### config.mk
export PLATFORM = sky130hd
export DESIGN_NAME = mem_arbiter_flat
export DESIGN_NICKNAME = d
export VERILOG_FILES = /design/src/mem_pkg.sv /design/src/mem_req_if.sv /design/src/mem_arbiter.sv /design/src/flat_wrapper.sv
export SDC_FILE = /design/constraint.sdc
export NUM_CORES = 1
export LEC_CHECK = 0
export CORE_AREA = 2 2 121 123
export DETAILED_ROUTE_END_ITERATION = 16
export DIE_AREA = 0 0 123 125
export DONT_BUFFER_PORTS = 1
export GPL_ROUTABILITY_DRIVEN = 1
export GPL_TIMING_DRIVEN = 0
export PLACE_DENSITY_LB_ADDON = 0.12
export SYNTH_ARGS = -nofsm -noshare
export SYNTH_HDL_FRONTEND = slang
export SYNTH_SLANG_ARGS = --single-unit
### constraint.sdc
create_clock -name clock -period 2 [get_ports clock]
set_input_delay 0.2 -clock clock [delete_from_list [all_inputs] [get_ports clock]]
set_output_delay 0.2 -clock clock [all_outputs]
set_load 0.01 [all_outputs]
### src/mem_pkg.sv
package mem_pkg;

  localparam int XLEN          = 32;
  localparam int STRB_W        = XLEN / 8;
  localparam int LEN_W         = 8;    // AXI burst length field
  localparam int SIZE_W        = 4;    // one-hot byte count
  localparam int MEM_WORDS     = 256;
  localparam int MEM_AW        = $clog2(MEM_WORDS);
  localparam int MAX_BURST_LEN = 15;   // 16 beats at most

  // one-hot access size, 1/2/4/8 bytes
  localparam logic [SIZE_W-1:0] SIZE_1B = 4'b0001;
  localparam logic [SIZE_W-1:0] SIZE_2B = 4'b0010;
  localparam logic [SIZE_W-1:0] SIZE_4B = 4'b0100;
  localparam logic [SIZE_W-1:0] SIZE_8B = 4'b1000;

  localparam logic [1:0] AXI_BURST_INCR = 2'b01;
  localparam logic [1:0] AXI_RESP_OKAY  = 2'b00;
  localparam logic [2:0] AXI_PROT_DATA  = 3'b000;  // unprivileged, secure, data
  localparam logic [3:0] AXI_AWCACHE_WB = 4'b1111; // write-back, rw allocate
  localparam logic [3:0] AXI_ARCACHE_NC = 4'b0010; // normal, non-cacheable

  typedef enum logic {
    OP_READ,
    OP_WRITE
  } mem_op_e;

  typedef enum logic [1:0] {
    RD_IDLE,
    RD_ADDR,
    RD_DATA
  } rd_state_e;

  typedef enum logic [2:0] {
    WR_IDLE,
    WR_ADDR_DATA,
    WR_ADDR,
    WR_DATA_VALID,
    WR_DATA_HS,
    WR_RESP
  } wr_state_e;

  typedef enum logic [1:0] {
    S_IDLE,
    S_WRITE,
    S_RESP,
    S_READ
  } sram_state_e;

endpackage

### src/mem_req_if.sv
`timescale 1ns/1ps

interface mem_req_if import mem_pkg::*; ();

  // request, held until req_ready
  logic              req_valid;
  mem_op_e           op;
  logic [XLEN-1:0]   addr;
  logic [LEN_W-1:0]  len;
  logic [SIZE_W-1:0] size;
  logic [STRB_W-1:0] mask;
  logic [XLEN-1:0]   wdata;   // current write beat

  // bridge side
  logic              req_ready;
  logic [XLEN-1:0]   rdata;
  logic              rdata_valid;  // one pulse per read beat
  logic              rlast;
  logic              wbeat_ready;  // one pulse per write beat

  modport arbiter (
    output req_valid, op, addr, len, size, mask, wdata,
    input  req_ready, rdata, rdata_valid, rlast, wbeat_ready
  );

  modport bridge (
    input  req_valid, op, addr, len, size, mask, wdata,
    output req_ready, rdata, rdata_valid, rlast, wbeat_ready
  );

endinterface

### src/mem_arbiter.sv
`timescale 1ns/1ps

module mem_arbiter import mem_pkg::*; (
  input  logic              clock,
  input  logic              reset,
  // instruction fetch, read only
  input  logic              if_req_valid_i,
  input  logic [XLEN-1:0]   if_addr_i,
  input  logic [LEN_W-1:0]  if_len_i,
  output logic              if_req_ready_o,
  output logic [XLEN-1:0]   if_rdata_o,
  output logic              if_rdata_valid_o,
  output logic              if_rlast_o,
  // load/store
  input  logic              ls_req_valid_i,
  input  logic [XLEN-1:0]   ls_addr_i,
  input  logic [LEN_W-1:0]  ls_len_i,
  output logic              ls_req_ready_o,
  output logic [XLEN-1:0]   ls_rdata_o,
  output logic              ls_rdata_valid_o,
  output logic              ls_rlast_o,
  input  mem_op_e           ls_op_i,
  input  logic [SIZE_W-1:0] ls_size_i,
  input  logic [STRB_W-1:0] ls_mask_i,
  input  logic [XLEN-1:0]   ls_wdata_i,
  output logic              ls_wbeat_ready_o,
  mem_req_if.arbiter        req
);

  logic busy;      // transaction in flight
  logic owner;     // 1 = load/store owns the bus or was served last
  logic pick_ls;
  logic route_ls;
  logic accept;
  logic done;

  // round robin where the client not served last wins a tie
  always_comb begin
    if (if_req_valid_i && ls_req_valid_i) begin
      pick_ls = !owner;
    end else begin
      pick_ls = ls_req_valid_i;
    end
  end

  assign route_ls = busy ? owner : pick_ls;  // hold the winner's fields
  assign accept   = req.req_valid && req.req_ready;
  assign done     = busy && req.req_ready;   // bridge back to idle

  assign req.req_valid = !busy && (if_req_valid_i || ls_req_valid_i);
  assign req.op        = route_ls ? ls_op_i : OP_READ;
  assign req.addr      = route_ls ? ls_addr_i : if_addr_i;
  assign req.len       = route_ls ? ls_len_i : if_len_i;
  assign req.size      = route_ls ? ls_size_i : SIZE_4B;  // fetch is a full word
  assign req.mask      = route_ls ? ls_mask_i : {STRB_W{1'b1}};
  assign req.wdata     = ls_wdata_i;  // only load/store writes

  assign if_req_ready_o = !busy && if_req_valid_i && !pick_ls && req.req_ready;
  assign ls_req_ready_o = !busy && pick_ls && req.req_ready;

  // returning beats go to the owner only
  assign if_rdata_o       = req.rdata;
  assign if_rdata_valid_o = req.rdata_valid && !owner;
  assign if_rlast_o       = req.rlast && !owner;
  assign ls_rdata_o       = req.rdata;
  assign ls_rdata_valid_o = req.rdata_valid && owner;
  assign ls_rlast_o       = req.rlast && owner;
  assign ls_wbeat_ready_o = req.wbeat_ready && owner;

  always_ff @(posedge clock) begin
    if (reset) begin
      busy  <= 1'b0;
      owner <= 1'b0;
    end else if (accept) begin
      busy  <= 1'b1;
      owner <= pick_ls;
    end else if (done) begin
      busy  <= 1'b0;  // the other client has priority next
    end
  end

  // grant and owner stay put until the final read beat or write pulse
  owner_held_a: assert property (@(posedge clock) disable iff (reset)
    busy && !req.rlast && !req.wbeat_ready |=> busy && $stable(owner));

  len_max_a: assert property (@(posedge clock) disable iff (reset)
    (if_req_valid_i |-> if_len_i <= MAX_BURST_LEN) and
    (ls_req_valid_i |-> ls_len_i <= MAX_BURST_LEN));

  // the bridge only answers a transaction this arbiter issued
  resp_owned_a: assert property (@(posedge clock) disable iff (reset)
    (req.rdata_valid || req.wbeat_ready) |-> busy);

endmodule

### src/flat_wrapper.sv
// flat-port wrapper written by rule: the top's interface ports become plain ports
module mem_arbiter_flat import mem_pkg::*;
  (clock, reset, if_req_valid_i, if_addr_i, if_len_i, if_req_ready_o, if_rdata_o, if_rdata_valid_o, if_rlast_o, ls_req_valid_i, ls_addr_i, ls_len_i, ls_req_ready_o, ls_rdata_o, ls_rdata_valid_o, ls_rlast_o, ls_op_i, ls_size_i, ls_mask_i, ls_wdata_i, ls_wbeat_ready_o, req_req_valid, req_op, req_addr, req_len, req_size, req_mask, req_wdata, req_req_ready, req_rdata, req_rdata_valid, req_rlast, req_wbeat_ready);
  mem_req_if req_i ();
  input  logic clock;
  input  logic reset;
  input  logic if_req_valid_i;
  input  logic [XLEN-1:0] if_addr_i;
  input  logic [LEN_W-1:0] if_len_i;
  output logic if_req_ready_o;
  output logic [XLEN-1:0] if_rdata_o;
  output logic if_rdata_valid_o;
  output logic if_rlast_o;
  input  logic ls_req_valid_i;
  input  logic [XLEN-1:0] ls_addr_i;
  input  logic [LEN_W-1:0] ls_len_i;
  output logic ls_req_ready_o;
  output logic [XLEN-1:0] ls_rdata_o;
  output logic ls_rdata_valid_o;
  output logic ls_rlast_o;
  input  mem_op_e ls_op_i;
  input  logic [SIZE_W-1:0] ls_size_i;
  input  logic [STRB_W-1:0] ls_mask_i;
  input  logic [XLEN-1:0] ls_wdata_i;
  output logic ls_wbeat_ready_o;
  output wire logic [$bits(req_i.req_valid)-1:0] req_req_valid;
  output wire logic [$bits(req_i.op)-1:0] req_op;
  output wire logic [$bits(req_i.addr)-1:0] req_addr;
  output wire logic [$bits(req_i.len)-1:0] req_len;
  output wire logic [$bits(req_i.size)-1:0] req_size;
  output wire logic [$bits(req_i.mask)-1:0] req_mask;
  output wire logic [$bits(req_i.wdata)-1:0] req_wdata;
  input wire logic [$bits(req_i.req_ready)-1:0] req_req_ready;
  input wire logic [$bits(req_i.rdata)-1:0] req_rdata;
  input wire logic [$bits(req_i.rdata_valid)-1:0] req_rdata_valid;
  input wire logic [$bits(req_i.rlast)-1:0] req_rlast;
  input wire logic [$bits(req_i.wbeat_ready)-1:0] req_wbeat_ready;
  assign req_req_valid = req_i.req_valid;
  assign req_op = req_i.op;
  assign req_addr = req_i.addr;
  assign req_len = req_i.len;
  assign req_size = req_i.size;
  assign req_mask = req_i.mask;
  assign req_wdata = req_i.wdata;
  assign req_i.req_ready = req_req_ready;
  assign req_i.rdata = req_rdata;
  assign req_i.rdata_valid = req_rdata_valid;
  assign req_i.rlast = req_rlast;
  assign req_i.wbeat_ready = req_wbeat_ready;
  mem_arbiter u_core (.clock(clock), .reset(reset), .if_req_valid_i(if_req_valid_i), .if_addr_i(if_addr_i), .if_len_i(if_len_i), .if_req_ready_o(if_req_ready_o), .if_rdata_o(if_rdata_o), .if_rdata_valid_o(if_rdata_valid_o), .if_rlast_o(if_rlast_o), .ls_req_valid_i(ls_req_valid_i), .ls_addr_i(ls_addr_i), .ls_len_i(ls_len_i), .ls_req_ready_o(ls_req_ready_o), .ls_rdata_o(ls_rdata_o), .ls_rdata_valid_o(ls_rdata_valid_o), .ls_rlast_o(ls_rlast_o), .ls_op_i(ls_op_i), .ls_size_i(ls_size_i), .ls_mask_i(ls_mask_i), .ls_wdata_i(ls_wdata_i), .ls_wbeat_ready_o(ls_wbeat_ready_o), .req(req_i));
endmodule
# Word level (Yosys, flattened, before mapping)
# Cells that the tools add are included.
[word_totals]
out_inout_bits = 153
register_bits = 2
[classes]
n_mux = 9
n_reduce_logical = 19
[op_table]
columns = ["operator", "n"]
rows = [
  ["two-way mux 32 bit", 1],
  ["logical AND 1 bit", 14],
  ["two-way mux 4 bit", 2],
  ["two-way mux 8 bit", 1],
  ["two-way mux 1 bit", 5],
  ["logical NOT 1 bit", 3],
  ["nonzero test 2 bit", 1],
  ["logical OR 1 bit", 1],
]

# Logic depth before layout (Yosys ltp)
# Gate-level depths: netlist of run 1.
[depth]
ltp_word = 5
mapped_depth = 5
mapped_depth_nobuf = 3

# Worst setup path before layout of run 1
# OpenSTA, ideal clock, no wires.
[synth_path]
path_type = "reg-to-output"
start = "register u_core.busy"
end = "output port req_mask[0]"
stages_incl_launch_ff = 4
required_time_ns = 1.800
path_slack_ns = 0.623
t_arrival_ns = 1.177
path_cell_list = "dfxtp_1 > buf_2 > mux2i_1 > or2_2"
[synth_between]
elab_chain_len = 2
[synth_lines]
columns = ["item", "line_no", "rtl"]
rows = [
  ["start, declared", "mem_arbiter.sv:30", "logic busy;"],
  ["start signal, assigned", "mem_arbiter.sv:72", "busy <= 1'b0;"],
  ["start signal, assigned", "mem_arbiter.sv:75", "busy <= 1'b1;"],
  ["start signal, assigned", "mem_arbiter.sv:78", "busy <= 1'b0;"],
  ["two-way mux 1 bit", "mem_arbiter.sv:46", "assign route_ls = busy ? owner : pick_ls;"],
  ["two-way mux 4 bit", "mem_arbiter.sv:55", "assign req.mask = route_ls ? ls_mask_i : {STRB_W{1'b1}};"],
  ["end, declared", "flat_wrapper.sv:31", "output wire logic [$bits(req_i.mask)-1:0] req_mask;"],
]
# No other way between the ends.

# Final worst setup path of run 1
[layout_path]
start = "register u_core.busy"
end = "output port req_addr[25]"
[layout_between]
elab_chain_len = 2
[layout_lines]
columns = ["item", "line_no", "rtl"]
rows = [
  ["two-way mux 1 bit", "mem_arbiter.sv:46", ""],
  ["two-way mux 32 bit", "mem_arbiter.sv:52", "assign req.addr = route_ls ? ls_addr_i : if_addr_i;"],
  ["end, declared", "flat_wrapper.sv:28", "output wire logic [$bits(req_i.addr)-1:0] req_addr;"],
]
# No other way between the ends.

==> results.toml, run 1 <==
[status]
run_status = "complete, no violations"

[layout]
num-fill-cells = 1597
antenna_cells = 0
fin_nets = 485
final_cells = 506
final_layout_size_suffix_gt1_share_pct = 51.2
syn2layout_area_growth_pct = 13.6

[placement]
dp_hpwl_mm = 7.05
placedCellCount = 503
gp_congestion = 0.731
port_buffers = 0

[cts]
htreeDepth = 1
root_buffer = "clkbuf_16"
postCtsSetupBuffers = 0
cts_sinks = 2
cts_hold_buf = 0
tritoncts = "built"
insertion_delay_ns = 0.22
numCtsBuffers = 3
cts_resized = 0
clk_pin_slew_ns = 0.03
clk_path_buf_depth = 2

[hold_path]
hold_class = "in -> reg"
worstHoldStart = "reset"

[routing]
wl_per_cell_um = 17.0
dr_wl_met3_um = 848
drt_iter0_drc = 73
drt-pass1-iter-count = 4
drc = 0
ant_nets = 0
wl_met1_mm = 3.12
viasPerCell = 4.52
wl_mm = 8.62
wl_met2_mm = 4.62
num_vias = 2288
topRoutingLayerUsed = "met4"

[setup_path]
cp-start-kind = "register"
required_ns = 1.80
r2r-start = "u_core.owner"
path_max_fanout = 10
critical_path_class = "reg -> out"
critPathArrivalTime_ns = 1.64
crit_start = "u_core.busy"
cp-end-kind = "output port"

[synth]
async_flop_share_pct = 0
synthTopCellsByCount = "buf_4 (100), nor2b_1 (47), nor3b_1 (40)"
synth-seq-area-share_pct = 1.73
yosysTopAreaCellShare_pct = 32.4
syn_area_per_cell_um2 = 7.27
mappedNetlistArea_mm2 = 0.00232
netlist_top_cells_area = "buf_4 (32%), o221a_2 (18%), nor3b_1 (13%)"
synth_top_flop_cell = "dfxtp_1"
ys_types = 26
synth_edf_count = 0
postSynthCellCount = 319
synth_nets = 480
yosysWarnings = 0
synth.largest_area_cell = "buf_4"
yosysMostFrequentCell = "buf_4"
synth-seq-cells = 2

[power_and_ir_drop]
combPwrFrac_pct = 67.9
vdd_ir_drop_max_v = 0.000277
p_int_uw = 650
p_clk_share_pct = 27.8
seqPwrFrac_pct = 4.3
p_leak_nw = 1.00
p_total_mw = 1.07
power_density_mw_per_mm2 = 406
power_switching_uw = 421
sw_frac_of_total_pct = 39.3

[grt]
grt-ovfl-total = 0
grt_pass1_wl_mm = 11.9
first_global_vias = 2108
grt_max_degree = 11
antenna_found_initial = 0
grt.total_usage_pct = 9.81

[timing]
setup_viol = 0
finClkSkew_ns = 0.00170
finalMaxSlewViolations = 0
min_period_ns = 1.84
rsz0062_at_grt = "no"
max_freq_mhz = 544
final_hold_viol_count = 0
max_slew_margin_pct = 66.5
fin_tns_setup_ns = 0
post-route-period-util_pct = 91.9
worst_pin_slew_ns = 0.503

[job]
maxCapViolCount = 0

[die]
io_pins = 314
die_height_um = 125
start_util_pct = 16.3
rows = 44
die-area_mm2 = 0.0154
die_w_um = 123
core_area_mm2 = 0.0142
## critical path, stage by stage, from the launching register on
cell      delay (ns)
dfxtp_1         0.42
clkbuf_4        0.29
buf_4           0.21
nor3b_1         0.06
o21ai_0         0.18
o221a_2         0.25
## routing by layer
| metal | up-vias | GRT usage, % |
|---|---|---|
| li1 | 1053 | - |
| met1 | 1063 | 11.5 |
| met2 | 170 | 18.5 |
| met3 | 2 | 1.82 |
| met4 | 0 | 1.60 |
| met5 | - | 0 |
## placed cells by master (no fill, tap or decap), drive strengths merged
cell / instances
a21boi: 1
a21oi: 4
and2: 3
and2b: 1
buf: 110
clkbuf: 17
dfxtp: 2
inv: 1
mux2i: 1
nand2: 2
nand2b: 1
nand3: 1
nand3b: 1
nor2: 2
nor2b: 47
nor3b: 40
o21ai: 42
o221a: 40
or2: 6
## final timing paths
kind                  endpoint  slack [ns]  cells past startpoint
hold reg to reg   u_core.owner        0.66                      3
setup reg to reg  u_core.owner        0.64                      5
hold / removal     u_core.busy        0.05                      1
setup / recovery  req_addr[25]        0.16                      5
## registers in the layout (all words and copies together) (netlist names)
name and flops:
u_core.owner 1, u_core.busy 1
## power groups by stage
stage / clock network (mW) / logic, mW / registers (mW)
after floorplan: 0 / 0.623 / 0.0457
after global placement: 0 / 0.742 / 0.0466
after detailed placement: 0 / 0.735 / 0.0466
after CTS: 0.303 / 0.737 / 0.0461
after global routing: 0.309 / 0.786 / 0.0467
final: 0.297 / 0.728 / 0.0462
## area by class of cell
| class | count | area, um2 | share of cell area, % |
|---|---|---|---|
| Sequential cell | 2 | 40.0 | 1.52 |
| Clock buffer | 3 | 75.1 | 2.85 |
| Inverter | 1 | 3.75 | 0.142 |
| Tap cell | 184 | 230 | 8.73 |
| Buffer | 124 | 890 | 33.7 |
| Multi-Input combinational cell | 192 | 1400 | 53.0 |
## kinds of logic after synthesis
group                  after synthesis  share of synthesized area, %
buffers and inverters              125                          38.2
AND/OR/NAND/NOR                    104                          29.8
AO/OA/AOI/OAI                       87                          29.8
flip-flops                           2                          1.73
multiplexers                         1                         0.432
## per-stage QoR
stage | hold WS, ns | setup WS [ns] | cell area (um2) | utilization [%]
after CTS | 0.0520 | 0.00605 | 2630 | 18.5
after global routing | 0.0510 | 0.0146 | 2640 | 18.6
after global placement | 0.278 | 0.266 | 2550 | 18.0
final | 0.0533 | 0.162 | 2640 | 18.6
after floorplan | 0.269 | 0.623 | 2320 | -
after detailed placement | 0.278 | 0.236 | 2550 | 18.0
Power figures use the tool's default switching activity.
==> run 2, diff against run 1 <==
Settings changed: ABC_AREA set to 1, CORE_AREA 2 2 121 123 to 2 2 123 125, DIE_AREA 0 0 123 125 to 0 0 125 127.
==> run 2 against run 1 <==
Against the previous run: maximum frequency up 8.1%; clock skew decreased by 0.00068 ns; non-clock buffer count decreased by 15; register-to-register slack improved by 0.45 ns; via count shrank 27%; flip-flop and latch count is the same; setup slack gained 0.14 ns; global-route usage decreased by 3.3 points; clock power is essentially flat; clock-buffer cell count is the same; core utilization shrank 5.5 points; critical endpoint is now req_addr[12]; largest power group unchanged; wire length fell by 26%.
==> results.toml, run 2 <==
[timing]
max_slew_margin_pct = 73.8
worst_pin_slew_ns = 0.389
layout_setup_ws_ns = 0.299
post-route-period-util_pct = 85.1
finalMaxSlewViolations = 0
final_hold_viol_count = 0
setup_viol = 0
hold_ws_ns = 0.0493
rsz0062_at_grt = "no"
fin_tns_setup_ns = 0
min_period_ns = 1.70
max_freq_mhz = 588
finClkSkew_ns = 0.00101

[routing]
ant_nets = 0
wl_mm = 6.34
drt_iter0_drc = 30
drc = 0
wl_per_cell_um = 13.6
num_vias = 1678
drt-pass1-iter-count = 6
viasPerCell = 3.60

[synth]
async_flop_share_pct = 0
yosysWarnings = 0
ys_types = 14
yosysMostFrequentCell = "buf_4"
synth.largest_area_cell = "buf_4"
synth-seq-cells = 2
yosysTopAreaCellShare_pct = 45.5
netlist_top_cells_area = "buf_4 (45%), nand2_1 (22%), nand3_1 (13%)"
synthTopCellsByCount = "buf_4 (96), nand2_1 (93), nand3_1 (42)"
synth_edf_count = 0
synth-seq-area-share_pct = 2.53
syn_area_per_cell_um2 = 5.68
postSynthCellCount = 279
synth_top_flop_cell = "dfxtp_1"
synth_nets = 440
mappedNetlistArea_mm2 = 0.00158

[grt]
grt-ovfl-total = 0
first_global_vias = 1481
grt_max_degree = 11
antenna_found_initial = 0
grt.total_usage_pct = 6.52
grt_pass1_wl_mm = 8.07

[cts]
root_buffer = "clkbuf_16"
htreeDepth = 1
numCtsBuffers = 3
tritoncts = "built"
clk_pin_slew_ns = 0.03
clk_path_buf_depth = 2
cts_resized = 0
cts_hold_buf = 0
insertion_delay_ns = 0.22
cts_sinks = 2
postCtsSetupBuffers = 0

[placement]
place_ws_ns = 0.460
placedCellCount = 463
port_buffers = 0
gp_congestion = 0.763
dp_hpwl_mm = 5.44
placed_area_mm2 = 0.00181

[layout]
top_regs = "u_core.busy (1), u_core.owner (1)"
final_cells = 466
seq_area_um2 = 40.0
utilization_pct = 13.1
antenna_cells = 0
final_cell_mix = "buf_4 (96), nand2_1 (93), nand3_1 (42), inv_1 (17), buf_2 (8)"
stdcell_area_mm2 = 0.00189
num-fill-cells = 1680
fin_nets = 445
final_common_cell = "buf_4"
final_layout_size_suffix_gt1_share_pct = 41.5
syn2layout_area_growth_pct = 19.3
multiInputGateArea_um2 = 659

[power_and_ir_drop]
vdd_ir_drop_max_v = 0.000251
power_density_mw_per_mm2 = 462
p_total_uw = 874
p_leak_nw = 1.08

[setup_path]
cp-start-kind = "register"
path_max_fanout = 10
required_ns = 1.80
cp-end-kind = "output port"
critPathArrivalTime_ns = 1.50
critical_path_class = "reg -> out"

[die]
rows = 44
die-area_mm2 = 0.0159
start_util_pct = 11.0
io_pins = 314
die_height_um = 127
core_area_mm2 = 0.0144
die_w_um = 125

[hold_path]
hold_class = "in -> reg"

[job]
maxCapViolCount = 0

[status]
run_status = "complete, no violations"
==> run 2: changes by cell type in the layout (fill, tap and decap cells not counted), sizes merged, moves of 6 or more <==
cell    before  now
inv          1   18
o21ai       42    0
nand3        1   43
nor2b       47    0
clkbuf      17    3
or2          6    0
o221a       40    0
nor3b       40    0
nand2        2   96
==> run 2: final timing paths <==
| kind | from | end | slack [ns] | cells after the start |
|---|---|---|---|---|
| hold reg to reg | u_core.busy | u_core.busy | 0.54 | 2 |
| setup reg to reg | u_core.owner | u_core.owner | 1.09 | 6 |
| setup / recovery | u_core.busy | req_addr[12] | 0.30 | 5 |
| hold / removal | reset | u_core.busy | 0.05 | 1 |
==> run 2: cell type report <==
| class | instances | area share, % |
|---|---|---|
| Sequential cell | 2 | 2.12 |
| Clock buffer | 3 | 3.97 |
| Multi-Input combinational cell | 150 | 34.9 |
| Tap cell | 184 | 12.2 |
| Buffer | 109 | 43.2 |
| Inverter | 18 | 3.58 |
==> run 2: kinds of logic after synthesis <==
| group | share of synthesized area [%] |
|---|---|
| and+or+nand+nor | 39.1 |
| DFF | 2.53 |
| AOI/OAI and AO/OA | 2.53 |
| buffers and inverters | 55.8 |
==> run 2: worst max-delay path, stage by stage (launching register included) <==
cell	delay [ns]
dfxtp_1	0.41
nand2_2	0.23
nand2_4	0.25
buf_6	0.18
nand2_1	0.06
nand2_1	0.13
==> run 2: per-layer routing <==
layer	global-route usage [%]	share of wire, %	vias up
li1	-	-	768
met1	6.09	31	731
met2	14.4	59	177
met3	1.09	9.6	2
met4	1.37	0.63	0
met5	0	0	-
==> run 2: where the power goes <==
part | switching, mW | leakage (nW) | internal [mW]
clock | 0.0438 | 0.0370 | 0.254
combinational | 0.317 | 1.03 | 0.212
sequential | 0.00313 | 0.0166 | 0.0435
