`config.mk`:
```
export PLATFORM = sky130hd
export DESIGN_NAME = axi4_rw_flat
export DESIGN_NICKNAME = d
export VERILOG_FILES = /design/src/mem_pkg.sv /design/src/axi_bus_if.sv /design/src/mem_req_if.sv /design/src/axi4_rw.sv /design/src/flat_wrapper.sv
export SDC_FILE = /design/constraint.sdc
export NUM_CORES = 1
export LEC_CHECK = 0
export BUFFER_PORTS_ARGS = -buffer_cell sky130_fd_sc_hd__buf_2
export CAP_MARGIN = 25
export CELL_PAD_IN_SITES_DETAIL_PLACEMENT = 1
export CELL_PAD_IN_SITES_GLOBAL_PLACEMENT = 2
export CORE_MARGIN = 5
export CORE_UTILIZATION = 27
export DETAILED_ROUTE_END_ITERATION = 10
export GPL_TIMING_DRIVEN = 0
export PLACE_DENSITY = 0.87
export SYNTH_ARGS = -nofsm -noshare
export SYNTH_HDL_FRONTEND = slang
export SYNTH_SLANG_ARGS = --single-unit
```
`constraint.sdc`:
```
create_clock -name clock -period 2.6 [get_ports clock]
set_clock_uncertainty 0.05 [all_clocks]
set_input_delay 0 -clock clock [delete_from_list [all_inputs] [get_ports clock]]
set_output_delay 0 -clock clock [all_outputs]
set_load 0.01 [all_outputs]
```
`src/mem_pkg.sv`:
```
package mem_pkg;

  localparam int XLEN          = 32;
  localparam int STRB_W        = XLEN / 8;
  localparam int LEN_W         = 8;    // AXI burst length field
  localparam int SIZE_W        = 4;    // one-hot byte count
  localparam int MEM_WORDS     = 256;
  localparam int MEM_AW        = $clog2(MEM_WORDS);
  localparam int MAX_BURST_LEN = 15;   // 16 beats at most

  // one-hot access size, 1/2/4/8 bytes
  localparam logic [SIZE_W-1:0] SIZE_1B = 4'b0001;
  localparam logic [SIZE_W-1:0] SIZE_2B = 4'b0010;
  localparam logic [SIZE_W-1:0] SIZE_4B = 4'b0100;
  localparam logic [SIZE_W-1:0] SIZE_8B = 4'b1000;

  localparam logic [1:0] AXI_BURST_INCR = 2'b01;
  localparam logic [1:0] AXI_RESP_OKAY  = 2'b00;
  localparam logic [2:0] AXI_PROT_DATA  = 3'b000;  // unprivileged, secure, data
  localparam logic [3:0] AXI_AWCACHE_WB = 4'b1111; // write-back, rw allocate
  localparam logic [3:0] AXI_ARCACHE_NC = 4'b0010; // normal, non-cacheable

  typedef enum logic {
    OP_READ,
    OP_WRITE
  } mem_op_e;

  typedef enum logic [1:0] {
    RD_IDLE,
    RD_ADDR,
    RD_DATA
  } rd_state_e;

  typedef enum logic [2:0] {
    WR_IDLE,
    WR_ADDR_DATA,
    WR_ADDR,
    WR_DATA_VALID,
    WR_DATA_HS,
    WR_RESP
  } wr_state_e;

  typedef enum logic [1:0] {
    S_IDLE,
    S_WRITE,
    S_RESP,
    S_READ
  } sram_state_e;

endpackage

```
`src/axi_bus_if.sv`:
```
`timescale 1ns/1ps

interface axi_bus_if import mem_pkg::*; ();

  // write address
  logic              aw_valid;
  logic              aw_ready;
  logic [XLEN-1:0]   aw_addr;
  logic [LEN_W-1:0]  aw_len;
  logic [2:0]        aw_size;
  logic [1:0]        aw_burst;
  logic [2:0]        aw_prot;
  logic [3:0]        aw_cache;

  // write data and response
  logic              w_valid;
  logic              w_ready;
  logic [XLEN-1:0]   w_data;
  logic [STRB_W-1:0] w_strb;
  logic              w_last;
  logic              b_valid;
  logic              b_ready;
  logic [1:0]        b_resp;

  // read address
  logic              ar_valid;
  logic              ar_ready;
  logic [XLEN-1:0]   ar_addr;
  logic [LEN_W-1:0]  ar_len;
  logic [2:0]        ar_size;
  logic [1:0]        ar_burst;
  logic [2:0]        ar_prot;
  logic [3:0]        ar_cache;

  // read data
  logic              r_valid;
  logic              r_ready;
  logic [XLEN-1:0]   r_data;
  logic [1:0]        r_resp;
  logic              r_last;

  modport master (
    output aw_valid, aw_addr, aw_len, aw_size, aw_burst, aw_prot, aw_cache,
    input  aw_ready,
    output w_valid, w_data, w_strb, w_last,
    input  w_ready,
    input  b_valid, b_resp,
    output b_ready,
    output ar_valid, ar_addr, ar_len, ar_size, ar_burst, ar_prot, ar_cache,
    input  ar_ready,
    input  r_valid, r_data, r_resp, r_last,
    output r_ready
  );

  modport slave (
    input  aw_valid, aw_addr, aw_len, aw_size, aw_burst, aw_prot, aw_cache,
    output aw_ready,
    input  w_valid, w_data, w_strb, w_last,
    output w_ready,
    output b_valid, b_resp,
    input  b_ready,
    input  ar_valid, ar_addr, ar_len, ar_size, ar_burst, ar_prot, ar_cache,
    output ar_ready,
    output r_valid, r_data, r_resp, r_last,
    input  r_ready
  );

endinterface

```
`src/mem_req_if.sv`:
```
`timescale 1ns/1ps

interface mem_req_if import mem_pkg::*; ();

  // request, held until req_ready
  logic              req_valid;
  mem_op_e           op;
  logic [XLEN-1:0]   addr;
  logic [LEN_W-1:0]  len;
  logic [SIZE_W-1:0] size;
  logic [STRB_W-1:0] mask;
  logic [XLEN-1:0]   wdata;   // current write beat

  // bridge side
  logic              req_ready;
  logic [XLEN-1:0]   rdata;
  logic              rdata_valid;  // one pulse per read beat
  logic              rlast;
  logic              wbeat_ready;  // one pulse per write beat

  modport arbiter (
    output req_valid, op, addr, len, size, mask, wdata,
    input  req_ready, rdata, rdata_valid, rlast, wbeat_ready
  );

  modport bridge (
    input  req_valid, op, addr, len, size, mask, wdata,
    output req_ready, rdata, rdata_valid, rlast, wbeat_ready
  );

endinterface

```
`src/axi4_rw.sv`:
```
`timescale 1ns/1ps

module axi4_rw import mem_pkg::*; (
  input  logic       clock,
  input  logic       reset,
  mem_req_if.bridge  req,
  axi_bus_if.master  axi
);

  rd_state_e        rd_state;
  wr_state_e        wr_state;
  logic [2:0]       size_code;
  logic [LEN_W-1:0] beat_cnt;  // write beats done
  logic             rd_start;
  logic             wr_start;
  logic             ar_hs;
  logic             aw_hs;
  logic             w_hs;
  logic             r_hs;
  logic             b_hs;

  assign ar_hs = axi.ar_valid && axi.ar_ready;
  assign aw_hs = axi.aw_valid && axi.aw_ready;
  assign w_hs  = axi.w_valid && axi.w_ready;
  assign r_hs  = axi.r_valid && axi.r_ready;
  assign b_hs  = axi.b_valid && axi.b_ready;

  assign req.req_ready = (rd_state == RD_IDLE) && (wr_state == WR_IDLE);
  assign rd_start = req.req_valid && req.req_ready && (req.op == OP_READ);
  assign wr_start = req.req_valid && req.req_ready && (req.op == OP_WRITE);

  // one-hot bytes to AXI size code
  always_comb begin
    case (req.size)
      SIZE_1B: size_code = 3'd0;
      SIZE_2B: size_code = 3'd1;
      SIZE_8B: size_code = 3'd3;
      default: size_code = 3'd2;  // word
    endcase
  end

  assign axi.ar_burst = AXI_BURST_INCR;
  assign axi.ar_prot  = AXI_PROT_DATA;
  assign axi.ar_cache = AXI_ARCACHE_NC;
  assign axi.aw_burst = AXI_BURST_INCR;
  assign axi.aw_prot  = AXI_PROT_DATA;
  assign axi.aw_cache = AXI_AWCACHE_WB;
  assign axi.w_data   = req.wdata;  // client holds the beat until wbeat_ready

  // captured request fields and read data
  always_ff @(posedge clock) begin
    if (rd_start) begin
      axi.ar_addr <= req.addr;
      axi.ar_len  <= req.len;
      axi.ar_size <= size_code;
    end
    if (wr_start) begin
      axi.aw_addr <= req.addr;
      axi.aw_len  <= req.len;
      axi.aw_size <= size_code;
      axi.w_strb  <= req.mask;
      beat_cnt    <= '0;
    end else if (w_hs) begin
      beat_cnt <= beat_cnt + 1'b1;
    end
    if (r_hs) begin
      req.rdata <= axi.r_data;
    end
  end

  // read engine
  always_ff @(posedge clock) begin
    if (reset) begin
      rd_state        <= RD_IDLE;
      axi.ar_valid    <= 1'b0;
      axi.r_ready     <= 1'b0;
      req.rdata_valid <= 1'b0;
      req.rlast       <= 1'b0;
    end else begin
      req.rdata_valid <= 1'b0;  // single-cycle pulses
      req.rlast       <= 1'b0;
      case (rd_state)
        RD_IDLE: begin
          if (rd_start) begin
            axi.ar_valid <= 1'b1;
            rd_state     <= RD_ADDR;
          end
        end
        RD_ADDR: begin
          if (ar_hs) begin
            axi.ar_valid <= 1'b0;
            axi.r_ready  <= 1'b1;
            rd_state     <= RD_DATA;
          end
        end
        RD_DATA: begin
          if (r_hs) begin
            req.rdata_valid <= 1'b1;
            if (axi.r_last) begin
              req.rlast   <= 1'b1;
              axi.r_ready <= 1'b0;
              rd_state    <= RD_IDLE;
            end
          end
        end
        default: rd_state <= RD_IDLE;
      endcase
    end
  end

  // write engine
  always_ff @(posedge clock) begin
    if (reset) begin
      wr_state        <= WR_IDLE;
      axi.aw_valid    <= 1'b0;
      axi.w_valid     <= 1'b0;
      axi.w_last      <= 1'b0;
      axi.b_ready     <= 1'b0;
      req.wbeat_ready <= 1'b0;
    end else begin
      req.wbeat_ready <= 1'b0;
      case (wr_state)
        WR_IDLE: begin
          if (wr_start) begin
            axi.aw_valid <= 1'b1;
            axi.b_ready  <= 1'b1;
            if (req.len == '0) begin  // single beat, AW and W together
              axi.w_valid <= 1'b1;
              axi.w_last  <= 1'b1;
              wr_state    <= WR_ADDR_DATA;
            end else begin
              wr_state <= WR_ADDR;
            end
          end
        end
        WR_ADDR_DATA: begin
          if (aw_hs) begin
            axi.aw_valid <= 1'b0;
          end
          if (w_hs) begin
            axi.w_valid <= 1'b0;
            axi.w_last  <= 1'b0;
          end
          if (b_hs) begin
            axi.b_ready     <= 1'b0;
            req.wbeat_ready <= 1'b1;
            wr_state        <= WR_IDLE;
          end
        end
        WR_ADDR: begin
          if (aw_hs) begin
            axi.aw_valid <= 1'b0;
            wr_state     <= WR_DATA_VALID;
          end
        end
        WR_DATA_VALID: begin
          axi.w_valid <= 1'b1;
          axi.w_last  <= (beat_cnt == axi.aw_len);
          wr_state    <= WR_DATA_HS;
        end
        WR_DATA_HS: begin
          if (w_hs) begin
            axi.w_valid <= 1'b0;
            axi.w_last  <= 1'b0;
            if (axi.w_last) begin
              wr_state <= WR_RESP;  // last pulse waits for B
            end else begin
              req.wbeat_ready <= 1'b1;
              wr_state        <= WR_DATA_VALID;
            end
          end
        end
        WR_RESP: begin
          if (b_hs) begin
            axi.b_ready     <= 1'b0;
            req.wbeat_ready <= 1'b1;
            wr_state        <= WR_IDLE;
          end
        end
        default: wr_state <= WR_IDLE;
      endcase
    end
  end

  ar_hold_a: assert property (@(posedge clock) disable iff (reset)
    axi.ar_valid && !axi.ar_ready |=> axi.ar_valid && $stable(axi.ar_addr));

  aw_hold_a: assert property (@(posedge clock) disable iff (reset)
    axi.aw_valid && !axi.aw_ready |=> axi.aw_valid && $stable(axi.aw_addr));

  len_max_a: assert property (@(posedge clock) disable iff (reset)
    (rd_start || wr_start) |-> req.len <= MAX_BURST_LEN);

  // no error path here, the slave must answer OKAY
  resp_okay_a: assert property (@(posedge clock) disable iff (reset)
    (axi.r_valid |-> axi.r_resp == AXI_RESP_OKAY) and
    (axi.b_valid |-> axi.b_resp == AXI_RESP_OKAY));

endmodule

```
`src/flat_wrapper.sv`:
```
// flat-port wrapper written by rule: the top's interface ports become plain ports
module axi4_rw_flat import mem_pkg::*;
  (clock, reset, req_req_valid, req_op, req_addr, req_len, req_size, req_mask, req_wdata, req_req_ready, req_rdata, req_rdata_valid, req_rlast, req_wbeat_ready, axi_aw_valid, axi_aw_addr, axi_aw_len, axi_aw_size, axi_aw_burst, axi_aw_prot, axi_aw_cache, axi_aw_ready, axi_w_valid, axi_w_data, axi_w_strb, axi_w_last, axi_w_ready, axi_b_valid, axi_b_resp, axi_b_ready, axi_ar_valid, axi_ar_addr, axi_ar_len, axi_ar_size, axi_ar_burst, axi_ar_prot, axi_ar_cache, axi_ar_ready, axi_r_valid, axi_r_data, axi_r_resp, axi_r_last, axi_r_ready);
  mem_req_if req_i ();
  axi_bus_if axi_i ();
  input  logic clock;
  input  logic reset;
  input wire logic [$bits(req_i.req_valid)-1:0] req_req_valid;
  input wire logic [$bits(req_i.op)-1:0] req_op;
  input wire logic [$bits(req_i.addr)-1:0] req_addr;
  input wire logic [$bits(req_i.len)-1:0] req_len;
  input wire logic [$bits(req_i.size)-1:0] req_size;
  input wire logic [$bits(req_i.mask)-1:0] req_mask;
  input wire logic [$bits(req_i.wdata)-1:0] req_wdata;
  output wire logic [$bits(req_i.req_ready)-1:0] req_req_ready;
  output wire logic [$bits(req_i.rdata)-1:0] req_rdata;
  output wire logic [$bits(req_i.rdata_valid)-1:0] req_rdata_valid;
  output wire logic [$bits(req_i.rlast)-1:0] req_rlast;
  output wire logic [$bits(req_i.wbeat_ready)-1:0] req_wbeat_ready;
  output wire logic [$bits(axi_i.aw_valid)-1:0] axi_aw_valid;
  output wire logic [$bits(axi_i.aw_addr)-1:0] axi_aw_addr;
  output wire logic [$bits(axi_i.aw_len)-1:0] axi_aw_len;
  output wire logic [$bits(axi_i.aw_size)-1:0] axi_aw_size;
  output wire logic [$bits(axi_i.aw_burst)-1:0] axi_aw_burst;
  output wire logic [$bits(axi_i.aw_prot)-1:0] axi_aw_prot;
  output wire logic [$bits(axi_i.aw_cache)-1:0] axi_aw_cache;
  input wire logic [$bits(axi_i.aw_ready)-1:0] axi_aw_ready;
  output wire logic [$bits(axi_i.w_valid)-1:0] axi_w_valid;
  output wire logic [$bits(axi_i.w_data)-1:0] axi_w_data;
  output wire logic [$bits(axi_i.w_strb)-1:0] axi_w_strb;
  output wire logic [$bits(axi_i.w_last)-1:0] axi_w_last;
  input wire logic [$bits(axi_i.w_ready)-1:0] axi_w_ready;
  input wire logic [$bits(axi_i.b_valid)-1:0] axi_b_valid;
  input wire logic [$bits(axi_i.b_resp)-1:0] axi_b_resp;
  output wire logic [$bits(axi_i.b_ready)-1:0] axi_b_ready;
  output wire logic [$bits(axi_i.ar_valid)-1:0] axi_ar_valid;
  output wire logic [$bits(axi_i.ar_addr)-1:0] axi_ar_addr;
  output wire logic [$bits(axi_i.ar_len)-1:0] axi_ar_len;
  output wire logic [$bits(axi_i.ar_size)-1:0] axi_ar_size;
  output wire logic [$bits(axi_i.ar_burst)-1:0] axi_ar_burst;
  output wire logic [$bits(axi_i.ar_prot)-1:0] axi_ar_prot;
  output wire logic [$bits(axi_i.ar_cache)-1:0] axi_ar_cache;
  input wire logic [$bits(axi_i.ar_ready)-1:0] axi_ar_ready;
  input wire logic [$bits(axi_i.r_valid)-1:0] axi_r_valid;
  input wire logic [$bits(axi_i.r_data)-1:0] axi_r_data;
  input wire logic [$bits(axi_i.r_resp)-1:0] axi_r_resp;
  input wire logic [$bits(axi_i.r_last)-1:0] axi_r_last;
  output wire logic [$bits(axi_i.r_ready)-1:0] axi_r_ready;
  assign req_i.req_valid = req_req_valid;
  assign req_i.op = req_op;
  assign req_i.addr = req_addr;
  assign req_i.len = req_len;
  assign req_i.size = req_size;
  assign req_i.mask = req_mask;
  assign req_i.wdata = req_wdata;
  assign req_req_ready = req_i.req_ready;
  assign req_rdata = req_i.rdata;
  assign req_rdata_valid = req_i.rdata_valid;
  assign req_rlast = req_i.rlast;
  assign req_wbeat_ready = req_i.wbeat_ready;
  assign axi_aw_valid = axi_i.aw_valid;
  assign axi_aw_addr = axi_i.aw_addr;
  assign axi_aw_len = axi_i.aw_len;
  assign axi_aw_size = axi_i.aw_size;
  assign axi_aw_burst = axi_i.aw_burst;
  assign axi_aw_prot = axi_i.aw_prot;
  assign axi_aw_cache = axi_i.aw_cache;
  assign axi_i.aw_ready = axi_aw_ready;
  assign axi_w_valid = axi_i.w_valid;
  assign axi_w_data = axi_i.w_data;
  assign axi_w_strb = axi_i.w_strb;
  assign axi_w_last = axi_i.w_last;
  assign axi_i.w_ready = axi_w_ready;
  assign axi_i.b_valid = axi_b_valid;
  assign axi_i.b_resp = axi_b_resp;
  assign axi_b_ready = axi_i.b_ready;
  assign axi_ar_valid = axi_i.ar_valid;
  assign axi_ar_addr = axi_i.ar_addr;
  assign axi_ar_len = axi_i.ar_len;
  assign axi_ar_size = axi_i.ar_size;
  assign axi_ar_burst = axi_i.ar_burst;
  assign axi_ar_prot = axi_i.ar_prot;
  assign axi_ar_cache = axi_i.ar_cache;
  assign axi_i.ar_ready = axi_ar_ready;
  assign axi_i.r_valid = axi_r_valid;
  assign axi_i.r_data = axi_r_data;
  assign axi_i.r_resp = axi_r_resp;
  assign axi_i.r_last = axi_r_last;
  assign axi_r_ready = axi_i.r_ready;
  axi4_rw u_core (.clock(clock), .reset(reset), .req(req_i), .axi(axi_i));
endmodule
```
=== Word-level counts from Yosys, hierarchy flattened ===
Cells that the tools add are included.

* Equality and inequality tests: 22
* Add/sub/neg operators: 1
* Bitwise operators: 3
* Reduce and logical (&&, ||, !) cells: 29
* Multiplexer cells: 36

{| class="wikitable"
|+ Operators by type and width
! cell !! number
|-
| != test 2 x 1 -> 1 bit (second input constant) || 9
|-
| 2-to-1 mux 1 bit || 16
|-
| AND reduction 4 bit || 4
|-
| 2-to-1 mux 3 bit || 5
|-
| case mux 3 bit (5 select lines) || 1
|-
| case mux 2 bit (3 select lines) || 2
|-
| 2-to-1 mux 2 bit || 5
|-
| case mux 1 bit (2 select lines) || 5
|-
| logical AND 1 bit || 9
|-
| AND reduction 3 bit || 3
|-
| adder 8 x 1 -> 8 bit (second input constant) || 1
|-
| equality test 8 bit || 1
|-
| zero test 8 bit || 1
|-
| nonzero test 2 bit || 4
|-
| OR reduction 2 bit || 4
|-
| equality test 3 x 2 -> 1 bit (second input constant) || 2
|-
| equality test 3 bit (second input constant) || 2
|-
| case mux 1 bit (3 select lines) || 2
|-
| equality test 4 x 1 -> 1 bit (second input constant) || 1
|-
| equality test 4 x 2 -> 1 bit (second input constant) || 1
|-
| equality test 4 bit (second input constant) || 1
|-
| != test 2 bit (second input constant) || 2
|-
| equality test 3 x 1 -> 1 bit (second input constant) || 1
|-
| zero test 3 bit || 1
|-
| 6 further kinds || 8
|}

* Output and inout port bits: 182
* Input bits: 126
* Word-level logic and storage cells: 111
* Bits in registers: 144

=== Depth between registers and ports, before layout ===
Gate-level depths: netlist of the first run.

* Depth after elaboration: 6
* Mapped depth: 5
* Depth with buffers taken out: 4

=== Worst setup path after synthesis of the first run ===
Ideal clock, no wire load.

* Path type: register to register
* Start point: register u_core.wr_state[2]
* End point: register u_core.axi.ar_addr[0] (enable)
* Path slack: 250 ps
* Setup time: 396 ps
* Stages on the path, launching flop included: 5
* Arrival: 1,904 ps
* Path buffers: 0
* Period minus slack after synthesis: 2,350 ps
* Required time: 2,154 ps
* Path through: dfxtp_1 -> or3_4 -> nor3_4 -> nand3b_2 -> inv_1

* Word-level cells in the longest chain between the ends: 4

{| class="wikitable"
|+ RTL lines
! what !! RTL line !! text
|-
| start: declaration || axi4_rw.sv:11 || <nowiki>wr_state_e wr_state;</nowiki>
|-
| start signal: assignment || axi4_rw.sv:114 || <nowiki>wr_state <= WR_IDLE;</nowiki>
|-
| start signal: assignment || axi4_rw.sv:130 || <nowiki>wr_state <= WR_ADDR_DATA;</nowiki>
|-
| start signal: assignment || axi4_rw.sv:132 || <nowiki>wr_state <= WR_ADDR;</nowiki>
|-
| zero test 3 bit || axi4_rw.sv:28 || <nowiki>assign req.req_ready = (rd_state == RD_IDLE) && (wr_state == WR_IDLE);</nowiki>
|-
| logical AND 1 bit || axi4_rw.sv:28 ||
|-
| net req_req_ready || flat_wrapper.sv:15 || <nowiki>output wire logic [$bits(req_i.req_ready)-1:0] req_req_ready;</nowiki>
|-
| logical AND 1 bit (2 in series) || axi4_rw.sv:29 || <nowiki>assign rd_start = req.req_valid && req.req_ready && (req.op == OP_READ);</nowiki>
|-
| net u_core.rd_start || axi4_rw.sv:14 || <nowiki>logic rd_start;</nowiki>
|-
| end signal: assignment || axi4_rw.sv:53 || <nowiki>axi.ar_addr <= req.addr;</nowiki>
|-
| end: declaration || axi_bus_if.sv:49 || <nowiki>output ar_valid, ar_addr, ar_len, ar_size, ar_burst, ar_prot, ar_cache,</nowiki>
|}

The timed path passes the listed nets, and every way through them passes these cells.
A chain may end at the register's enable or synchronous reset.

=== Final worst setup path of the first run ===
* Start point: register u_core.wr_state[2]
* End point: register u_core.axi.ar_valid

* Word-level cells in the longest chain between the ends: 6

{| class="wikitable"
|+ RTL lines
! what !! RTL line !! text
|-
| zero test 3 bit || axi4_rw.sv:28 ||
|-
| logical AND 1 bit || axi4_rw.sv:28 ||
|-
| logical AND 1 bit (2 in series) || axi4_rw.sv:29 ||
|-
| != test 2 x 1 -> 1 bit (no line) || -- ||
|-
| AND reduction 3 bit (no line) || -- ||
|-
| end signal: assignment || axi4_rw.sv:75 || <nowiki>axi.ar_valid <= 1'b0;</nowiki>
|-
| end signal: assignment || axi4_rw.sv:85 || <nowiki>axi.ar_valid <= 1'b1;</nowiki>
|-
| end signal: assignment || axi4_rw.sv:91 || <nowiki>axi.ar_valid <= 1'b0;</nowiki>
|-
| end: declaration || axi_bus_if.sv:49 ||
|}

Every way passes these cells.

==> results.toml, run 1 <==
[sta]
max_freq_mhz = 404.0
setup_slack_ns = 0.1250
drv_slew = 0
period_minus_slack_ns = 2.475
hold-worst-slack_ns = 0.04603
worstMarginPinSlew_ns = 0.9999
slew_headroom_pct = 33.34
hold_viol = 0
fin_setup_tns_ns = 0
finalCritPeriodShare_pct = 95.19
setup_viol = 0
rsz0062_at_grt = "false"

[clock_network]
cts_tree = "yes"
postCtsHoldBufs = 92
cts_sinks = 142
cts_setup_buffers = 0
cts_resized = 0
htree_levels = 4
path_clk_slew_ns = 0.06
cts_buffer_depth = 2
root_buffer = "clkbuf_16"
clock_latency_ns = 0.41
cts_buffers = 17

[detailed_routing]
vias_per_cell = 4.222
wl_um = 17520
drt_pre_antenna_iters = 6
dr.first_iter.drc_count = 188
drc = 0
routedWlPerCell_um = 18.73
ant_nets = 0
via_count = 3948

[global_routing]
grt_pass1_wl_um = 25630
grt.total_usage_pct = 15.27
grt_max_degree = 43
first_global_vias = 4469
antenna_found_initial = 1
grt_overflow = 0

[synthesis]
yosysWarningCount = 0
synth-seq-cells = 142
yosysUniqueCellTypes = 43
synth-seq-area-share_pct = 78.41
netlist_area_um2 = 5157
netlist_instances = 305
syn_area_per_cell_um2 = 16.91

[worst_setup_path]
cp_max_fo = 9
startpoint_type = "flip-flop"
reg2regPathDepth = 6
required_ns = 2.91
r2r-start = "u_core.wr_state[2]"
r2r_slack_ns = 0.12
crit_path_frequent_cell = "dlygate4sd3_1"
timing.rr.end = "u_core.axi.ar_valid"
worstPathArrival_ns = 2.78
critPathBufInv = 2
worstSetupEndpointType = "flip-flop"
cpLargestDelayFamily = "buffers and inverters"
worstSetupPathType = "reg2reg"
cp_cell_sequence = "or3_4, nor3_4, nand3b_2, dlygate4sd3_1, a21oi_1, dlygate4sd3_1"
slowest_stage = "dlygate4sd3_1"
cp_slowest_stage_delay_ns = 0.61

[run_status]
outcome = "completed"

[layout]
finalInstanceArea_um2 = 8298
syn_to_final_growth_pct = 60.89
drive_gt1_share_pct = 49.43
multi_input_area_um2 = 749.5
fin_nets = 814
fin_cells = 935
final_util_pct = 44.21
fillCellCount = 2023
final_common_cell = "buf_2"
seqCellArea_um2 = 4044
final_cell_mix = "buf_2 (254), edfxtp_1 (120), dlygate4sd3_1 (92)"

[floorplan]
die_w_um = 148.2
ioPinCount = 308
start_util_pct = 27.48
die_h_um = 148.2
dieArea_um2 = 21970
fp-row-count = 50
core_um2 = 18770

[job]
cap_violations = 0

[place]
placed_area_um2 = 6822
place_congestion = 0.7737
dp_hpwl_um = 11560
port_buffers = 251
placed_cells = 810
pre_cts_ws_ns = 0.2521

[pwr]
powerDensity_nw_per_um2 = 673.9
ir_worst_vdd_mv = 0.3480
finalPower_mw = 5.592
p_leak_nw = 3.557

[worst_hold_path]
hold_end = "u_core.axi.w_last"
min_from = "axi_w_ready"
min_path_type = "in2reg"
hold_depth = 4
[synth_stat cells (all sizes together)]
| library cell | count | area share [%] |
|---|---|---|
| inv | 6 | 0.44 |
| nand3b | 3 | 0.51 |
| nor2 | 13 | 0.95 |
| dfxtp | 22 | 8.5 |
| nand4bb | 1 | 0.22 |
| a31oi | 3 | 0.36 |
| buf | 56 | 7.9 |
| and4b | 1 | 0.19 |
| and4bb | 1 | 0.24 |
| ha | 1 | 0.24 |
| a2111oi | 2 | 0.46 |
| nand4 | 5 | 0.61 |
| conb | 2 | 0.15 |
| nor3 | 5 | 0.70 |
| nand4b | 1 | 0.17 |
| o31a | 1 | 0.17 |
| and2 | 2 | 0.24 |
| nor4b | 2 | 0.34 |
| or3 | 2 | 0.34 |
| edfxtp | 120 | 70 |
| xnor2 | 5 | 0.85 |
| nor4 | 3 | 0.36 |
| and3 | 2 | 0.24 |
| and4 | 1 | 0.17 |
| nand2 | 10 | 0.73 |
| o311ai | 1 | 0.17 |
| o21ai | 4 | 0.39 |
| nand2b | 1 | 0.12 |
| nor3b | 1 | 0.15 |
| a21oi | 7 | 0.68 |
| a41o | 1 | 0.19 |
| xor2 | 13 | 2.2 |
| o21bai | 1 | 0.15 |
| mux2i | 1 | 0.19 |
| o31ai | 3 | 0.44 |
| a22oi | 1 | 0.15 |
| or2b | 1 | 0.15 |
[power breakdown]
| part | switching (mW) | total [mW] | internal [mW] |
|---|---|---|---|
| sequential | 0.0502 | 2.67 | 2.62 |
| clock | 1.00 | 2.25 | 1.25 |
| combinational | 0.346 | 0.671 | 0.325 |
[worst max-delay path by stage]
| stage | startpoint | end | slack, ns | cells past startpoint |
|---|---|---|---|---|
| detailed placement | u_core.wr_state[2] | u_core.axi.ar_addr[0] | 0.25 | 4 |
| floorplan | u_core.wr_state[2] | u_core.axi.ar_addr[0] | 0.25 | 4 |
| finish | u_core.wr_state[2] | u_core.axi.ar_valid | 0.12 | 6 |
| CTS | u_core.wr_state[2] | u_core.axi.ar_valid | 0.13 | 6 |
| global route | u_core.wr_state[2] | u_core.axi.ar_valid | 0.03 | 6 |
| global placement | u_core.wr_state[2] | u_core.axi.ar_addr[0] | -0.22 | 4 |
[cell families after synthesis]
group           synth area share [%]
compound gates                 3.154
fa+ha+maj                     0.2426
xor+xnor                       3.057
simple gates                   6.429
flops                          78.41
mux                           0.1941
buf+inv                        8.369
other cells                   0.1456
[worst register-to-register path: stages, from the launching register on]
cell and delay (ns):
dfxtp_1 0.38, or3_4 0.45, nor3_4 0.15, nand3b_2 0.11, dlygate4sd3_1 0.61, a21oi_1 0.12, dlygate4sd3_1 0.55
[state kept, by name (all words and copies together) (netlist names)]
signal	count
u_core.axi.ar_addr	32
u_core.axi.aw_addr	32
u_core.req.rdata	32
u_core.axi.ar_len	8
u_core.axi.aw_len	8
u_core.beat_cnt	8
u_core.axi.w_strb	4
u_core.wr_state	3
u_core.axi.ar_size	2
u_core.axi.aw_size	2
u_core.rd_state	2
u_core.axi.ar_valid	1
u_core.axi.aw_valid	1
u_core.axi.b_ready	1
u_core.axi.r_ready	1
u_core.axi.w_last	1
u_core.axi.w_valid	1
u_core.req.rdata_valid	1
u_core.req.rlast	1
u_core.req.wbeat_ready	1
[area by class of cell]
class | instances | area share [%]
Antenna cell | 1 | 0.03016
Buffer | 56 | 4.931
Clock buffer | 17 | 5.127
Clock inverter | 15 | 1.538
Inverter | 6 | 0.2714
Multi-Input combinational cell | 119 | 9.032
Sequential cell | 142 | 48.73
Tap cell | 234 | 3.528
Timing Repair Buffer | 345 | 26.81
[metal layers]
layer	wire length [µm]	share of wire (%)	up-vias	track usage, %
met3	1392	7.9	21	4.449
li1	-	-	1818	-
met4	355	2.0	0	5.912
met1	6159	35	1891	15.15
met2	9609	55	218	29.69
met5	0	0	-	0
(Power assumes the default switching activity.)
==> inputs of run 2 (changes only) <==
--- a/config.mk
+++ b/config.mk
@@ -12,8 +12,8 @@
 export CORE_MARGIN = 5
 export CORE_UTILIZATION = 27
 export DETAILED_ROUTE_END_ITERATION = 10
-export GPL_TIMING_DRIVEN = 0
 export PLACE_DENSITY = 0.87
 export SYNTH_ARGS = -nofsm -noshare
 export SYNTH_HDL_FRONTEND = slang
 export SYNTH_SLANG_ARGS = --single-unit
+export TNS_END_PERCENT = 1
==> run 2 against run 1 <==
  * Combinational power is 8.3% lower
  * Global-route usage is 0.67 points lower
  * Critical path depth stayed put
  * Final area is 2.8% lower
  * Sequential share of layout area is 1.5 points higher
  * Clock-buffer cell count stayed put
  * First-iteration DRC count is 26% lower
  * Clock power is 4% higher
  * Sequential cell count stayed put
  * Critical endpoint unchanged
  * Highest routed layer unchanged
==> results.toml, run 2 (synthesis gave the netlist of run 1 again) <==
[detailed_routing]
drc = 0
dr.first_iter.drc_count = 139
routedWlPerCell_um = 19.07
ant_nets = 0
wl_um = 16770
vias_per_cell = 4.294
drt_pre_antenna_iters = 4
via_count = 3774

[clock_network]
htree_levels = 4
cts_sinks = 142
cts_buffers = 17
root_buffer = "clkbuf_16"
cts_buffer_depth = 2
cts_tree = "yes"
cts_setup_buffers = 0
path_clk_slew_ns = 0.06
clock_latency_ns = 0.40

[sta]
slew_headroom_pct = 58.59
fin_setup_tns_ns = 0
worstMarginPinSlew_ns = 0.6154
rsz0062_at_grt = "false"
finalCritPeriodShare_pct = 95.01
setup_slack_ns = 0.1296
drv_slew = 0
max_freq_mhz = 404.8
setup_viol = 0
period_minus_slack_ns = 2.470
hold-worst-slack_ns = 0.02016
hold_viol = 0

[layout]
fillCellCount = 1957
final_cell_mix = "buf_2 (219), dlygate4sd3_1 (123), edfxtp_1 (120)"
syn_to_final_growth_pct = 56.40
finalInstanceArea_um2 = 8066
reg.largest.list = "u_core.axi.ar_addr (32), u_core.axi.aw_addr (32), u_core.req.rdata (32)"
fin_cells = 879
fin_nets = 759
drive_gt1_share_pct = 40.93
diodes = 0
final_common_cell = "buf_2"
final_util_pct = 42.98

[worst_setup_path]
cp_max_fo = 11
cpLargestDelayFamily = "buffers and inverters"
crit_path_frequent_cell = "dlygate4sd3_1"
critPathBufInv = 2
cp_cell_sequence = "or3_4, nor3_4, nand3b_2, dlygate4sd3_1, a21oi_1, dlygate4sd3_1"
required_ns = 2.90
worstPathArrival_ns = 2.77
worstSetupEndpointType = "flip-flop"
r2r_slack_ns = 0.13
cp_slowest_stage_delay_ns = 0.61
worstSetupPathType = "reg2reg"
startpoint_type = "flip-flop"
timing.rr.end = "u_core.axi.ar_valid"
reg2regPathDepth = 6
r2r-start = "u_core.wr_state[0]"
slowest_stage = "dlygate4sd3_1"

[place]
placed_area_um2 = 6255
dp_hpwl_um = 10870
placed_cells = 724
port_buffers = 219
pre_cts_ws_ns = 0.5008
place_congestion = 0.7926

[worst_hold_path]
hold_depth = 4
min_path_type = "in2reg"
hold_end = "u_core.beat_cnt[1]"
min_from = "axi_w_ready"

[run_status]
outcome = "completed"

[pwr]
p_leak_nw = 3.306
ir_worst_vdd_mv = 0.3506
finalPower_mw = 5.645
powerDensity_nw_per_um2 = 699.9

[global_routing]
grt_util_met3_pct = 4.296
grt.total_usage_pct = 14.60
grt_use_met1_pct = 14.79
grt_overflow = 0
met2_usage_pct = 28.13
grt_max_degree = 35
grt-busiest-layer = "met2"
antenna_found_initial = 0
grt_pass1_wl_um = 24450
first_global_vias = 4233

[floorplan]
start_util_pct = 27.48
ioPinCount = 308
die_w_um = 148.2
core_um2 = 18770
fp-row-count = 50
dieArea_um2 = 21970
die_h_um = 148.2

[job]
cap_violations = 0
==> run 2: cell types whose count changed in the layout (fill, tap and decap cells not counted), moves of 2 or more <==
cell	previous run	this run
buf_2	254	219
buf_4	52	3
dfxtp_1	22	19
dfxtp_2	0	2
dlygate4sd3_1	92	123
==> run 2: final cells by class <==
class | instances | area, µm² | area share, %
Clock buffer | 17 | 425.4 | 5.274
Clock inverter | 15 | 148.9 | 1.846
Inverter | 6 | 22.52 | 0.2792
Multi-Input combinational cell | 119 | 757.0 | 9.384
Sequential cell | 142 | 4050 | 50.21
Tap cell | 234 | 292.8 | 3.630
Timing Repair Buffer | 346 | 2370 | 29.38
==> run 2: how the worst max path moves through the flow <==
| stage | cells past startpoint | to | start | slack [ns] |
|---|---|---|---|---|
| after detailed placement | 5 | u_core.axi.ar_addr[18] | u_core.wr_state[0] | 0.50 |
| after floorplan | 4 | u_core.axi.ar_addr[0] | u_core.wr_state[2] | 0.25 |
| after CTS | 6 | u_core.axi.ar_valid | u_core.wr_state[0] | 0.06 |
| after global routing | 6 | u_core.axi.ar_valid | u_core.wr_state[0] | 0.01 |
| final | 6 | u_core.axi.ar_valid | u_core.wr_state[0] | 0.13 |
| after global placement | 5 | u_core.axi.ar_addr[0] | u_core.wr_state[0] | 0.59 |
==> run 2: what timing repair did <==
action,CTS,global route
hold buffers,123,0
setup endpoints to repair,0,1
gates resized for setup,0,4
hold endpoints to repair,165,0
==> run 2: where the power goes <==
| part | leakage [nW] | internal (mW) | switching (mW) |
|---|---|---|---|
| combinational | 1.75 | 0.291 | 0.324 |
| sequential | 1.28 | 2.62 | 0.0629 |
| clock | 0.273 | 1.35 | 1.00 |
==> run 2: worst register-to-register path, stage by stage, from the launching register on <==
cell	delay (ns)
dfxtp_4	0.38
or3_4	0.41
nor3_4	0.16
nand3b_2	0.12
dlygate4sd3_1	0.61
a21oi_1	0.13
dlygate4sd3_1	0.56
==> run 2: layer usage <==
| layer | vias to the layer above | share of wire [%] |
|---|---|---|
| met3 | 24 | 7.9 |
| met2 | 216 | 54 |
| met4 | 0 | 2.2 |
| met1 | 1820 | 36 |
| li1 | 1714 | - |
| met5 | - | 0 |
